$ cat config.mk
export PLATFORM = sky130hd
export DESIGN_NAME = holy_core
export DESIGN_NICKNAME = d
export VERILOG_FILES = /design/src/design/holy_core_pkg.sv /design/src/design/pc_unit.sv /design/src/design/control.sv /design/src/design/regfile.sv /design/src/design/imm_ext.sv /design/src/design/alu.sv /design/src/design/load_store_unit.sv /design/src/design/holy_core.sv
export SDC_FILE = /design/constraint.sdc
export NUM_CORES = 2
export LEC_CHECK = 0
export ABC_AREA = 1
export BUFFER_PORTS_ARGS = -buffer_cell sky130_fd_sc_hd__buf_2
export CAP_MARGIN = 20
export CORE_MARGIN = 5
export CORE_UTILIZATION = 30
export CTS_CLUSTER_DIAMETER = 40
export DETAILED_ROUTE_END_ITERATION = 10
export PLACE_DENSITY = 0.47
export SETUP_SLACK_MARGIN = 0.1
export SLEW_MARGIN = 25
export SYNTH_ARGS = -nofsm -noshare
export SYNTH_HDL_FRONTEND = slang
export SYNTH_SLANG_ARGS = --single-unit
$ cat constraint.sdc
create_clock -name clk -period 9.3 [get_ports clk]
set_input_delay 0.93 -clock clk [delete_from_list [all_inputs] [get_ports clk]]
set_output_delay 0.93 -clock clk [all_outputs]
set_load 0.01 [all_outputs]
$ cat src/design/holy_core_pkg.sv
package holy_core_pkg;

    localparam int XLEN = 32;

    typedef enum logic [6:0] {
        OPCODE_OP     = 7'b0110011,
        OPCODE_OP_IMM = 7'b0010011,
        OPCODE_LOAD   = 7'b0000011,
        OPCODE_STORE  = 7'b0100011,
        OPCODE_BRANCH = 7'b1100011,
        OPCODE_JAL    = 7'b1101111,
        OPCODE_JALR   = 7'b1100111,
        OPCODE_LUI    = 7'b0110111,
        OPCODE_AUIPC  = 7'b0010111,
        OPCODE_MISC   = 7'b0001111
    } opcode_t;

    typedef enum logic [3:0] {
        ALU_ADD, ALU_SUB, ALU_AND, ALU_OR, ALU_XOR,
        ALU_SLL, ALU_SRL, ALU_SRA, ALU_SLT, ALU_SLTU
    } alu_control_t;

    typedef enum logic [2:0] {IMM_I, IMM_S, IMM_B, IMM_U, IMM_J} imm_source_t;

    typedef enum logic {ALU_SOURCE_RD, ALU_SOURCE_IMM} alu_source_t;

    typedef enum logic [1:0] {
        WB_SOURCE_ALU_RESULT, WB_SOURCE_MEM_READ, WB_SOURCE_PC_PLUS_FOUR, WB_SOURCE_SECOND_ADD
    } wb_source_t;

    typedef enum logic [1:0] {SOURCE_PC_PLUS_4, SOURCE_PC_SECOND_ADD, SOURCE_PC_ALU} pc_source_t;

    typedef enum logic [1:0] {
        SECOND_ADDER_SOURCE_PC, SECOND_ADDER_SOURCE_ZERO, SECOND_ADDER_SOURCE_RD
    } second_add_source_t;

    // Full decoder output, each unit picks its own fields
    typedef struct packed {
        alu_control_t       alu_control;
        imm_source_t        imm_source;
        alu_source_t        alu_source;
        wb_source_t         wb_source;
        pc_source_t         pc_source;
        second_add_source_t second_add_source;
        logic               reg_write;
        logic               mem_read;
        logic               mem_write;
        logic [2:0]         funct3;
    } ctrl_t;

    typedef struct packed {
        logic [XLEN-1:0] addr;
        logic [XLEN-1:0] wdata;
        logic [3:0]      byte_en;
        logic            write;
    } dmem_req_t;

endpackage

$ cat src/design/pc_unit.sv
`timescale 1ns/1ps

module pc_unit import holy_core_pkg::*; #(
    parameter logic [XLEN-1:0] RESET_PC = '0
) (
    input  logic            clk,
    input  logic            rst_n,
    input  ctrl_t           i_ctrl,
    input  logic            i_take_branch,
    input  logic [XLEN-1:0] i_imm,
    input  logic [XLEN-1:0] i_rs1_data,
    input  logic [XLEN-1:0] i_alu_result,
    output logic [XLEN-1:0] o_pc,
    output logic [XLEN-1:0] o_pc_plus_four,
    output logic [XLEN-1:0] o_second_add_result
);

    logic [XLEN-1:0] second_base;
    logic [XLEN-1:0] pc_next;

    // Second adder base, zero for LUI
    always_comb begin
        case (i_ctrl.second_add_source)
            SECOND_ADDER_SOURCE_PC: second_base = o_pc;
            SECOND_ADDER_SOURCE_RD: second_base = i_rs1_data;
            default:                second_base = '0;
        endcase
    end

    assign o_second_add_result = second_base + i_imm;
    assign o_pc_plus_four      = o_pc + XLEN'(4);

    always_comb begin
        case (i_ctrl.pc_source)
            SOURCE_PC_SECOND_ADD: pc_next = i_take_branch ? o_second_add_result : o_pc_plus_four;
            // JALR target, bit 0 dropped
            SOURCE_PC_ALU:        pc_next = {i_alu_result[XLEN-1:1], 1'b0};
            default:              pc_next = o_pc_plus_four;
        endcase
    end

    always_ff @(posedge clk) begin
        if (!rst_n) begin
            o_pc <= RESET_PC;
        end else begin
            o_pc <= pc_next;
        end
    end

    a_pc_aligned: assert property (@(posedge clk) disable iff (!rst_n) o_pc[1:0] == 2'b00);

endmodule

$ cat src/design/control.sv
`timescale 1ns/1ps

module control import holy_core_pkg::*; (
    input  logic [XLEN-1:0] i_instr,
    input  logic            i_alu_zero,
    input  logic            i_alu_last_bit,
    output ctrl_t           o_ctrl,
    output logic            o_take_branch
);

    opcode_t    opcode;
    logic [2:0] funct3;
    logic       funct7_b5;
    logic       cond_met;

    assign opcode    = opcode_t'(i_instr[6:0]);
    assign funct3    = i_instr[14:12];
    assign funct7_b5 = i_instr[30];

    // SUB only exists in register form, SRA in both
    function automatic alu_control_t arith_op(input logic [2:0] f3, input logic f7_b5,
                                              input logic is_reg);
        case (f3)
            3'b000:  return (is_reg && f7_b5) ? ALU_SUB : ALU_ADD;
            3'b001:  return ALU_SLL;
            3'b010:  return ALU_SLT;
            3'b011:  return ALU_SLTU;
            3'b100:  return ALU_XOR;
            3'b101:  return f7_b5 ? ALU_SRA : ALU_SRL;
            3'b110:  return ALU_OR;
            default: return ALU_AND;
        endcase
    endfunction

    always_comb begin
        // All-zero bundle is a no-op
        o_ctrl = '0;
        o_ctrl.funct3 = funct3;
        case (opcode)
            OPCODE_OP: begin
                o_ctrl.reg_write   = 1'b1;
                o_ctrl.alu_control = arith_op(funct3, funct7_b5, 1'b1);
            end
            OPCODE_OP_IMM: begin
                o_ctrl.reg_write   = 1'b1;
                o_ctrl.alu_source  = ALU_SOURCE_IMM;
                o_ctrl.alu_control = arith_op(funct3, funct7_b5, 1'b0);
            end
            OPCODE_LOAD: begin
                o_ctrl.reg_write  = 1'b1;
                o_ctrl.mem_read   = 1'b1;
                o_ctrl.alu_source = ALU_SOURCE_IMM;
                o_ctrl.wb_source  = WB_SOURCE_MEM_READ;
            end
            OPCODE_STORE: begin
                o_ctrl.mem_write  = 1'b1;
                o_ctrl.imm_source = IMM_S;
                o_ctrl.alu_source = ALU_SOURCE_IMM;
            end
            OPCODE_BRANCH: begin
                o_ctrl.imm_source = IMM_B;
                o_ctrl.pc_source  = SOURCE_PC_SECOND_ADD;
                case (funct3[2:1])
                    2'b10:   o_ctrl.alu_control = ALU_SLT;
                    2'b11:   o_ctrl.alu_control = ALU_SLTU;
                    default: o_ctrl.alu_control = ALU_SUB;
                endcase
            end
            OPCODE_JAL: begin
                o_ctrl.reg_write  = 1'b1;
                o_ctrl.imm_source = IMM_J;
                o_ctrl.pc_source  = SOURCE_PC_SECOND_ADD;
                o_ctrl.wb_source  = WB_SOURCE_PC_PLUS_FOUR;
            end
            OPCODE_JALR: begin
                o_ctrl.reg_write         = 1'b1;
                o_ctrl.alu_source        = ALU_SOURCE_IMM;
                o_ctrl.pc_source         = SOURCE_PC_ALU;
                o_ctrl.wb_source         = WB_SOURCE_PC_PLUS_FOUR;
                o_ctrl.second_add_source = SECOND_ADDER_SOURCE_RD;
            end
            OPCODE_LUI, OPCODE_AUIPC: begin
                o_ctrl.reg_write  = 1'b1;
                o_ctrl.imm_source = IMM_U;
                o_ctrl.wb_source  = WB_SOURCE_SECOND_ADD;
                if (opcode == OPCODE_LUI) begin
                    o_ctrl.second_add_source = SECOND_ADDER_SOURCE_ZERO;
                end
            end
            default: ;
        endcase
    end

    // Equality from zero flag, ordering from SLT/SLTU result bit
    always_comb begin
        case (funct3)
            3'b000:         cond_met = i_alu_zero;
            3'b001:         cond_met = !i_alu_zero;
            3'b100, 3'b110: cond_met = i_alu_last_bit;
            3'b101, 3'b111: cond_met = !i_alu_last_bit;
            default:        cond_met = 1'b0;
        endcase
        // JAL is an always-taken redirect
        o_take_branch = (opcode == OPCODE_BRANCH && cond_met) || opcode == OPCODE_JAL;
    end

endmodule

$ cat src/design/regfile.sv
`timescale 1ns/1ps

module regfile import holy_core_pkg::*; #(
    parameter int NUM_REGS = 32
) (
    input  logic            clk,
    input  logic            rst_n,
    input  logic [XLEN-1:0] i_instr,
    input  ctrl_t           i_ctrl,
    input  logic [XLEN-1:0] i_alu_result,
    input  logic [XLEN-1:0] i_load_data,
    input  logic [XLEN-1:0] i_pc_plus_four,
    input  logic [XLEN-1:0] i_second_add_result,
    output logic [XLEN-1:0] o_rs1_data,
    output logic [XLEN-1:0] o_rs2_data
);

    localparam int AW = $clog2(NUM_REGS);

    logic [XLEN-1:0] regs [NUM_REGS];
    logic [AW-1:0]   rs1;
    logic [AW-1:0]   rs2;
    logic [AW-1:0]   rd;
    logic [XLEN-1:0] wb_data;

    // Upper index bits ignored when fewer registers are built
    assign rs1 = i_instr[15 +: AW];
    assign rs2 = i_instr[20 +: AW];
    assign rd  = i_instr[7 +: AW];

    always_comb begin
        case (i_ctrl.wb_source)
            WB_SOURCE_MEM_READ:     wb_data = i_load_data;
            WB_SOURCE_PC_PLUS_FOUR: wb_data = i_pc_plus_four;
            WB_SOURCE_SECOND_ADD:   wb_data = i_second_add_result;
            default:                wb_data = i_alu_result;
        endcase
    end

    always_ff @(posedge clk) begin
        if (!rst_n) begin
            regs <= '{default: '0};
        end else if (i_ctrl.reg_write && rd != '0) begin
            regs[rd] <= wb_data;
        end
    end

    assign o_rs1_data = regs[rs1];
    assign o_rs2_data = regs[rs2];

    a_x0_zero: assert property (@(posedge clk) disable iff (!rst_n) regs[0] == '0);

endmodule

$ cat src/design/imm_ext.sv
`timescale 1ns/1ps

module imm_ext import holy_core_pkg::*; (
    input  logic [XLEN-1:0] i_instr,
    input  imm_source_t     i_imm_source,
    output logic [XLEN-1:0] o_imm
);

    logic sign;

    assign sign = i_instr[31];

    always_comb begin
        case (i_imm_source)
            IMM_S: o_imm = {{20{sign}}, i_instr[31:25], i_instr[11:7]};
            // Branch offsets are in half-words
            IMM_B: o_imm = {{19{sign}}, sign, i_instr[7], i_instr[30:25], i_instr[11:8], 1'b0};
            IMM_U: o_imm = {i_instr[31:12], 12'b0};
            IMM_J: begin
                o_imm = {{11{sign}}, sign, i_instr[19:12], i_instr[20],
                         i_instr[30:21], 1'b0};
            end
            default: o_imm = {{20{sign}}, i_instr[31:20]};
        endcase
    end

endmodule

$ cat src/design/alu.sv
`timescale 1ns/1ps

module alu import holy_core_pkg::*; (
    input  ctrl_t           i_ctrl,
    input  logic [XLEN-1:0] i_src1,
    input  logic [XLEN-1:0] i_rs2_data,
    input  logic [XLEN-1:0] i_imm,
    output logic [XLEN-1:0] o_result,
    output logic            o_zero,
    output logic            o_last_bit
);

    logic [XLEN-1:0] src2;
    logic [4:0]      shamt;

    assign src2  = (i_ctrl.alu_source == ALU_SOURCE_IMM) ? i_imm : i_rs2_data;
    assign shamt = src2[4:0];

    always_comb begin
        case (i_ctrl.alu_control)
            ALU_SUB:  o_result = i_src1 - src2;
            ALU_AND:  o_result = i_src1 & src2;
            ALU_OR:   o_result = i_src1 | src2;
            ALU_XOR:  o_result = i_src1 ^ src2;
            ALU_SLL:  o_result = i_src1 << shamt;
            ALU_SRL:  o_result = i_src1 >> shamt;
            ALU_SRA:  o_result = $unsigned($signed(i_src1) >>> shamt);
            ALU_SLT:  o_result = {{(XLEN-1){1'b0}}, $signed(i_src1) < $signed(src2)};
            ALU_SLTU: o_result = {{(XLEN-1){1'b0}}, i_src1 < src2};
            default:  o_result = i_src1 + src2;
        endcase
    end

    // Flags for the branch resolver
    assign o_zero     = (o_result == '0);
    assign o_last_bit = o_result[0];

endmodule

$ cat src/design/load_store_unit.sv
`timescale 1ns/1ps

module load_store_unit import holy_core_pkg::*; (
    input  logic            rst_n,
    input  ctrl_t           i_ctrl,
    input  logic [XLEN-1:0] i_addr,
    input  logic [XLEN-1:0] i_rs2_data,
    input  logic [XLEN-1:0] i_dmem_rdata,
    output dmem_req_t       o_dmem_req,
    output logic [XLEN-1:0] o_load_data
);

    logic [1:0]      offset;
    logic [XLEN-1:0] lane_data;

    assign offset = i_addr[1:0];

    // Store side, data shifted into the addressed lane
    always_comb begin
        o_dmem_req.addr = i_addr;
        case (i_ctrl.funct3[1:0])
            2'b00: begin
                o_dmem_req.wdata   = i_rs2_data << (8 * offset);
                o_dmem_req.byte_en = 4'b0001 << offset;
            end
            2'b01: begin
                o_dmem_req.wdata   = i_rs2_data << (16 * offset[1]);
                o_dmem_req.byte_en = 4'b0011 << {offset[1], 1'b0};
            end
            default: begin
                o_dmem_req.wdata   = i_rs2_data;
                o_dmem_req.byte_en = 4'b1111;
            end
        endcase
        o_dmem_req.write = rst_n && i_ctrl.mem_write;
        if (o_dmem_req.write) begin
            a_write_has_lanes: assert (o_dmem_req.byte_en != 4'b0000);
        end
    end

    // Load side, funct3[2] selects zero extension
    assign lane_data = i_dmem_rdata >> (8 * offset);

    always_comb begin
        case (i_ctrl.funct3)
            3'b000:  o_load_data = {{24{lane_data[7]}}, lane_data[7:0]};
            3'b001:  o_load_data = {{16{lane_data[15]}}, lane_data[15:0]};
            3'b100:  o_load_data = {24'b0, lane_data[7:0]};
            3'b101:  o_load_data = {16'b0, lane_data[15:0]};
            default: o_load_data = i_dmem_rdata;
        endcase
        if (!i_ctrl.mem_read) begin
            o_load_data = '0;
        end
    end

endmodule

$ cat src/design/holy_core.sv
`timescale 1ns/1ps

module holy_core import holy_core_pkg::*; #(
    parameter logic [XLEN-1:0] RESET_PC = '0,
    parameter int              NUM_REGS = 32
) (
    input  logic            clk,
    input  logic            rst_n,
    output logic [XLEN-1:0] o_imem_addr,
    input  logic [XLEN-1:0] i_imem_rdata,
    output dmem_req_t       o_dmem_req,
    input  logic [XLEN-1:0] i_dmem_rdata
);

    ctrl_t           ctrl;
    logic            take_branch;
    logic            alu_zero;
    logic            alu_last_bit;
    logic [XLEN-1:0] pc_plus_four;
    logic [XLEN-1:0] second_add_result;
    logic [XLEN-1:0] imm;
    logic [XLEN-1:0] rs1_data;
    logic [XLEN-1:0] rs2_data;
    logic [XLEN-1:0] alu_result;
    logic [XLEN-1:0] load_data;

    pc_unit #(.RESET_PC(RESET_PC)) pc_unit_i (
        .clk, .rst_n,
        .i_ctrl(ctrl), .i_take_branch(take_branch), .i_imm(imm),
        .i_rs1_data(rs1_data), .i_alu_result(alu_result),
        .o_pc(o_imem_addr), .o_pc_plus_four(pc_plus_four),
        .o_second_add_result(second_add_result)
    );

    control control_i (
        .i_instr(i_imem_rdata), .i_alu_zero(alu_zero), .i_alu_last_bit(alu_last_bit),
        .o_ctrl(ctrl), .o_take_branch(take_branch)
    );

    regfile #(.NUM_REGS(NUM_REGS)) regfile_i (
        .clk, .rst_n,
        .i_instr(i_imem_rdata), .i_ctrl(ctrl),
        .i_alu_result(alu_result), .i_load_data(load_data),
        .i_pc_plus_four(pc_plus_four), .i_second_add_result(second_add_result),
        .o_rs1_data(rs1_data), .o_rs2_data(rs2_data)
    );

    imm_ext imm_ext_i (.i_instr(i_imem_rdata), .i_imm_source(ctrl.imm_source), .o_imm(imm));

    alu alu_i (
        .i_ctrl(ctrl), .i_src1(rs1_data), .i_rs2_data(rs2_data), .i_imm(imm),
        .o_result(alu_result), .o_zero(alu_zero), .o_last_bit(alu_last_bit)
    );

    load_store_unit load_store_unit_i (
        .rst_n, .i_ctrl(ctrl), .i_addr(alu_result), .i_rs2_data(rs2_data),
        .i_dmem_rdata(i_dmem_rdata), .o_dmem_req(o_dmem_req), .o_load_data(load_data)
    );

endmodule

==> metrics.md <==
| Metric | Value |
|---|---|
| Status | completed |
| CP required | 8.37 ns |
| Routability congestion estimate | 1.00 |
| Synth top area share | 0.278 |
| Per-cell routed wire length | 26.2 um |
| Synth Flop Type | dfxtp_1 |
| CP most frequent cell | buf_4 |
| DRC viols | 0 |
| Fin. Hold Viols | 0 |
| Max Cap Viol | 0 |
| Layout Skew | 0.116 ns |
| DP Cell Count | 15.4k |
| IO Count | 167 |
| DR vias/cell | 5.64 |
| Number of global-route vias before repair | 82.5k |
| Layout cells sized above 1 | 0.0903 |
| Sequential Area | 21100 sq um |
| Slew @ Worst Pin | 1.09 ns |
| Synthesized Nets | 12.8k |
| Cell Pwr Density | 203 nW/um^2 |
| Number of synthesized register bits | 1056 |
| Synth top cells by count | nand2_1, inv_1, nand3_1 |
| Setup crit end kind | output port |
| Post-CTS setup buffer count | 0 |
| Non-filler cells, final | 15.8k |
| Port Buffers | 166 |
| Max Root-Sink Buffers | 3 |
| Crit Reg-Reg Endpoint | regfile_i.regs[60] |
| Overflow after GRT | 0 |
| Critical Path Stages | 29 |
| Synth Instances | 12.5k |
| Num CTS Buffers | 230 |
| Hold Startpoint | regfile_i.regs[1011] |
| Multi-input logic area | 42500 sq um |
| CP max stage delay | 0.61 ns |
| Unrepaired setup endpoints after global routing | false |
| R2R Path Start | regfile_i.regs[992] |
| Slew headroom | 0.271 |
| Worst Path Arrival | 7.57 ns |
| Leak | 0.0424 uW |
| Synthesized area | 75900 sq um |
| Skew-Pair Late Insertion Delay | 0.93 ns |
| Total number of vias | 89.2k |
| Syn Area/Cell | 6.05 sq um |
| Count of cell types in the netlist | 66 |
| CP max FO | 84 |
| Total clock sinks | 1056 |
| Final setup vio count | 0 |
| CTS tree | built |
| Core Area | 252000 sq um |
| Initial antenna violation count | 28 |
| All-layer global routing usage | 0.300 |
| Setup CP Type | primary input to output port |
| Die X | 513 um |
| Crit path launch type | primary input |
| Fin crit period | 8.50 ns |
| HPWL Detailed | 269000 um |
| CTS Hold Bufs | 0 |
| FF-to-FF path depth | 29 |
| Wire length on met2 | 175000 um |
| WHS | 0.437 ns |
| Cell family with most CP delay | buffers and inverters |
| Post-synthesis sequential area ratio | 0.278 |
| Die Height | 513 um |
| Final antenna-violating net count | 0 |
| Area delta synth->final | 16.9% |
| Wire length on met3 | 37300 um |
| R2R setup slack | 2.03 ns |
| H-tree Lvls | 4 |
| DR iter-0 viols | 11.8k |
| Top cells by area, synth | dfxtp_1, nand2_1, inv_1, nand3_1, a21oi_1 |
| Ys async rst share | 0 |
| First-pass GRT wire length | 590000 um |
| Total Die Area | 263000 sq um |
| FP Rows | 184 |
| Count leader, synth | nand2_1 |
| CP startpoint | i_imem_rdata[20] |
| Drt total wl | 414000 um |
| Starting Density | 0.302 |
| DRT Pass-1 Iters | 7 |
| Fillcell total | 27.3k |
| CTS Root Cell | clkbuf_16 |
| F_max | 118 MHz |
| Cell taking the most area after synthesis | dfxtp_1 |
| Period utilization | 0.914 |
| Highest routed metal layer | met5 |
| Clock-pin transition on the worst setup and hold timing paths | 0.05 ns |
| Total Neg Setup Slack | 0 ns |
| EDFF count, synth | 0 |
| Power Total | 18000 uW |
| PostCTS Resize Cnt | 0 |
| Largest net degree at the start of global routing | 182 |
| Worst hold path class | flip-flop to flip-flop |
| Buf+Inv Stages, Crit Path | 10 |
| Synth warn | 0 |
| Maximum vdd ir drop | 0.000192 V |
| Nets | 12.4k |
| Metal-1 WL | 182000 um |
| Critical path endpoint | o_dmem_req[26] |
| Max-slew violations | 0 |
| Slowest-stage cell, CP | ha_1 |
placed cells by master (no fill, tap or decap), types with 267 or more instances in the layout:
cell type  instances
nor2_1           267
o211ai_1         421
o21ai_0         1215
nand4_1          403
buf_4            317
nand3_1         1422
a21oi_1         1407
nand2_1         2325
inv_1           2040
dfxtp_1         1056
per-layer routing:
metal / track usage / vias to the layer above
met5: 0 / -
met4: 0.131 / 2
met3: 0.0566 / 874
met2: 0.453 / 4583
met1: 0.415 / 42685
li1: - / 41023
power by group:
part	switching, uW	internal, uW	leakage, uW
clock network	3100	5960	0.00408
registers	11.4	4550	0.00850
logic	3360	1050	0.0298
layout make-up:
| class | count | share of cell area |
|---|---|---|
| Sequential cell | 1056 | 0.238 |
| Multi-Input combinational cell | 8320 | 0.479 |
| Inverter | 2099 | 0.0894 |
| Clock buffer | 266 | 0.0685 |
| Clock inverter | 173 | 0.0285 |
| Antenna cell | 6 | 0.000169 |
| Timing Repair Buffer | 534 | 0.0488 |
| Tap cell | 3348 | 0.0472 |
state kept, by name, indices dropped and copies added (netlist names):
signal	cells
pc_unit_i.o_pc	32
regfile_i.regs	1024
stage by stage:
stage / area, sq um / setup slack [ns] / util
global placement: 80100 / 0.582 / 0.318
CTS: 88700 / 0.998 / 0.353
finish: 88800 / 0.796 / 0.353
floorplan: 75900 / 2.11 / -
global route: 88800 / 0.387 / 0.353
detailed placement: 80100 / 0.648 / 0.318
worst reg2reg max path, delay by kind of cell (launching register included):
kind            cells  cell delay (ns)
compound gates     14             4.47
buf+inv             4             0.75
fa+ha+maj           2             0.51
flops               1             0.32
xor+xnor            1             0.26
simple gates        8             0.86
cell families after synthesis:
logic type | synth area share
AND/OR/NAND/NOR | 0.269
AO/OA/AOI/OAI | 0.257
buffers and inverters | 0.166
flip-flops | 0.278
adder cells (fa/ha/maj) | 0.0229
XOR/XNOR | 0.00681
how the worst min path moves through the flow:
stage | end | cells past startpoint | slack (ns)
after global placement | regfile_i.regs[1014] | 2 | 0.43
after detailed placement | regfile_i.regs[992] | 2 | 0.43
after CTS | regfile_i.regs[114] | 3 | 0.40
final | regfile_i.regs[1011] | 2 | 0.44
after global routing | regfile_i.regs[114] | 3 | 0.42
after floorplan | regfile_i.regs[1011] | 2 | 0.42
Note: power is estimated with default switching activity, not from simulation.
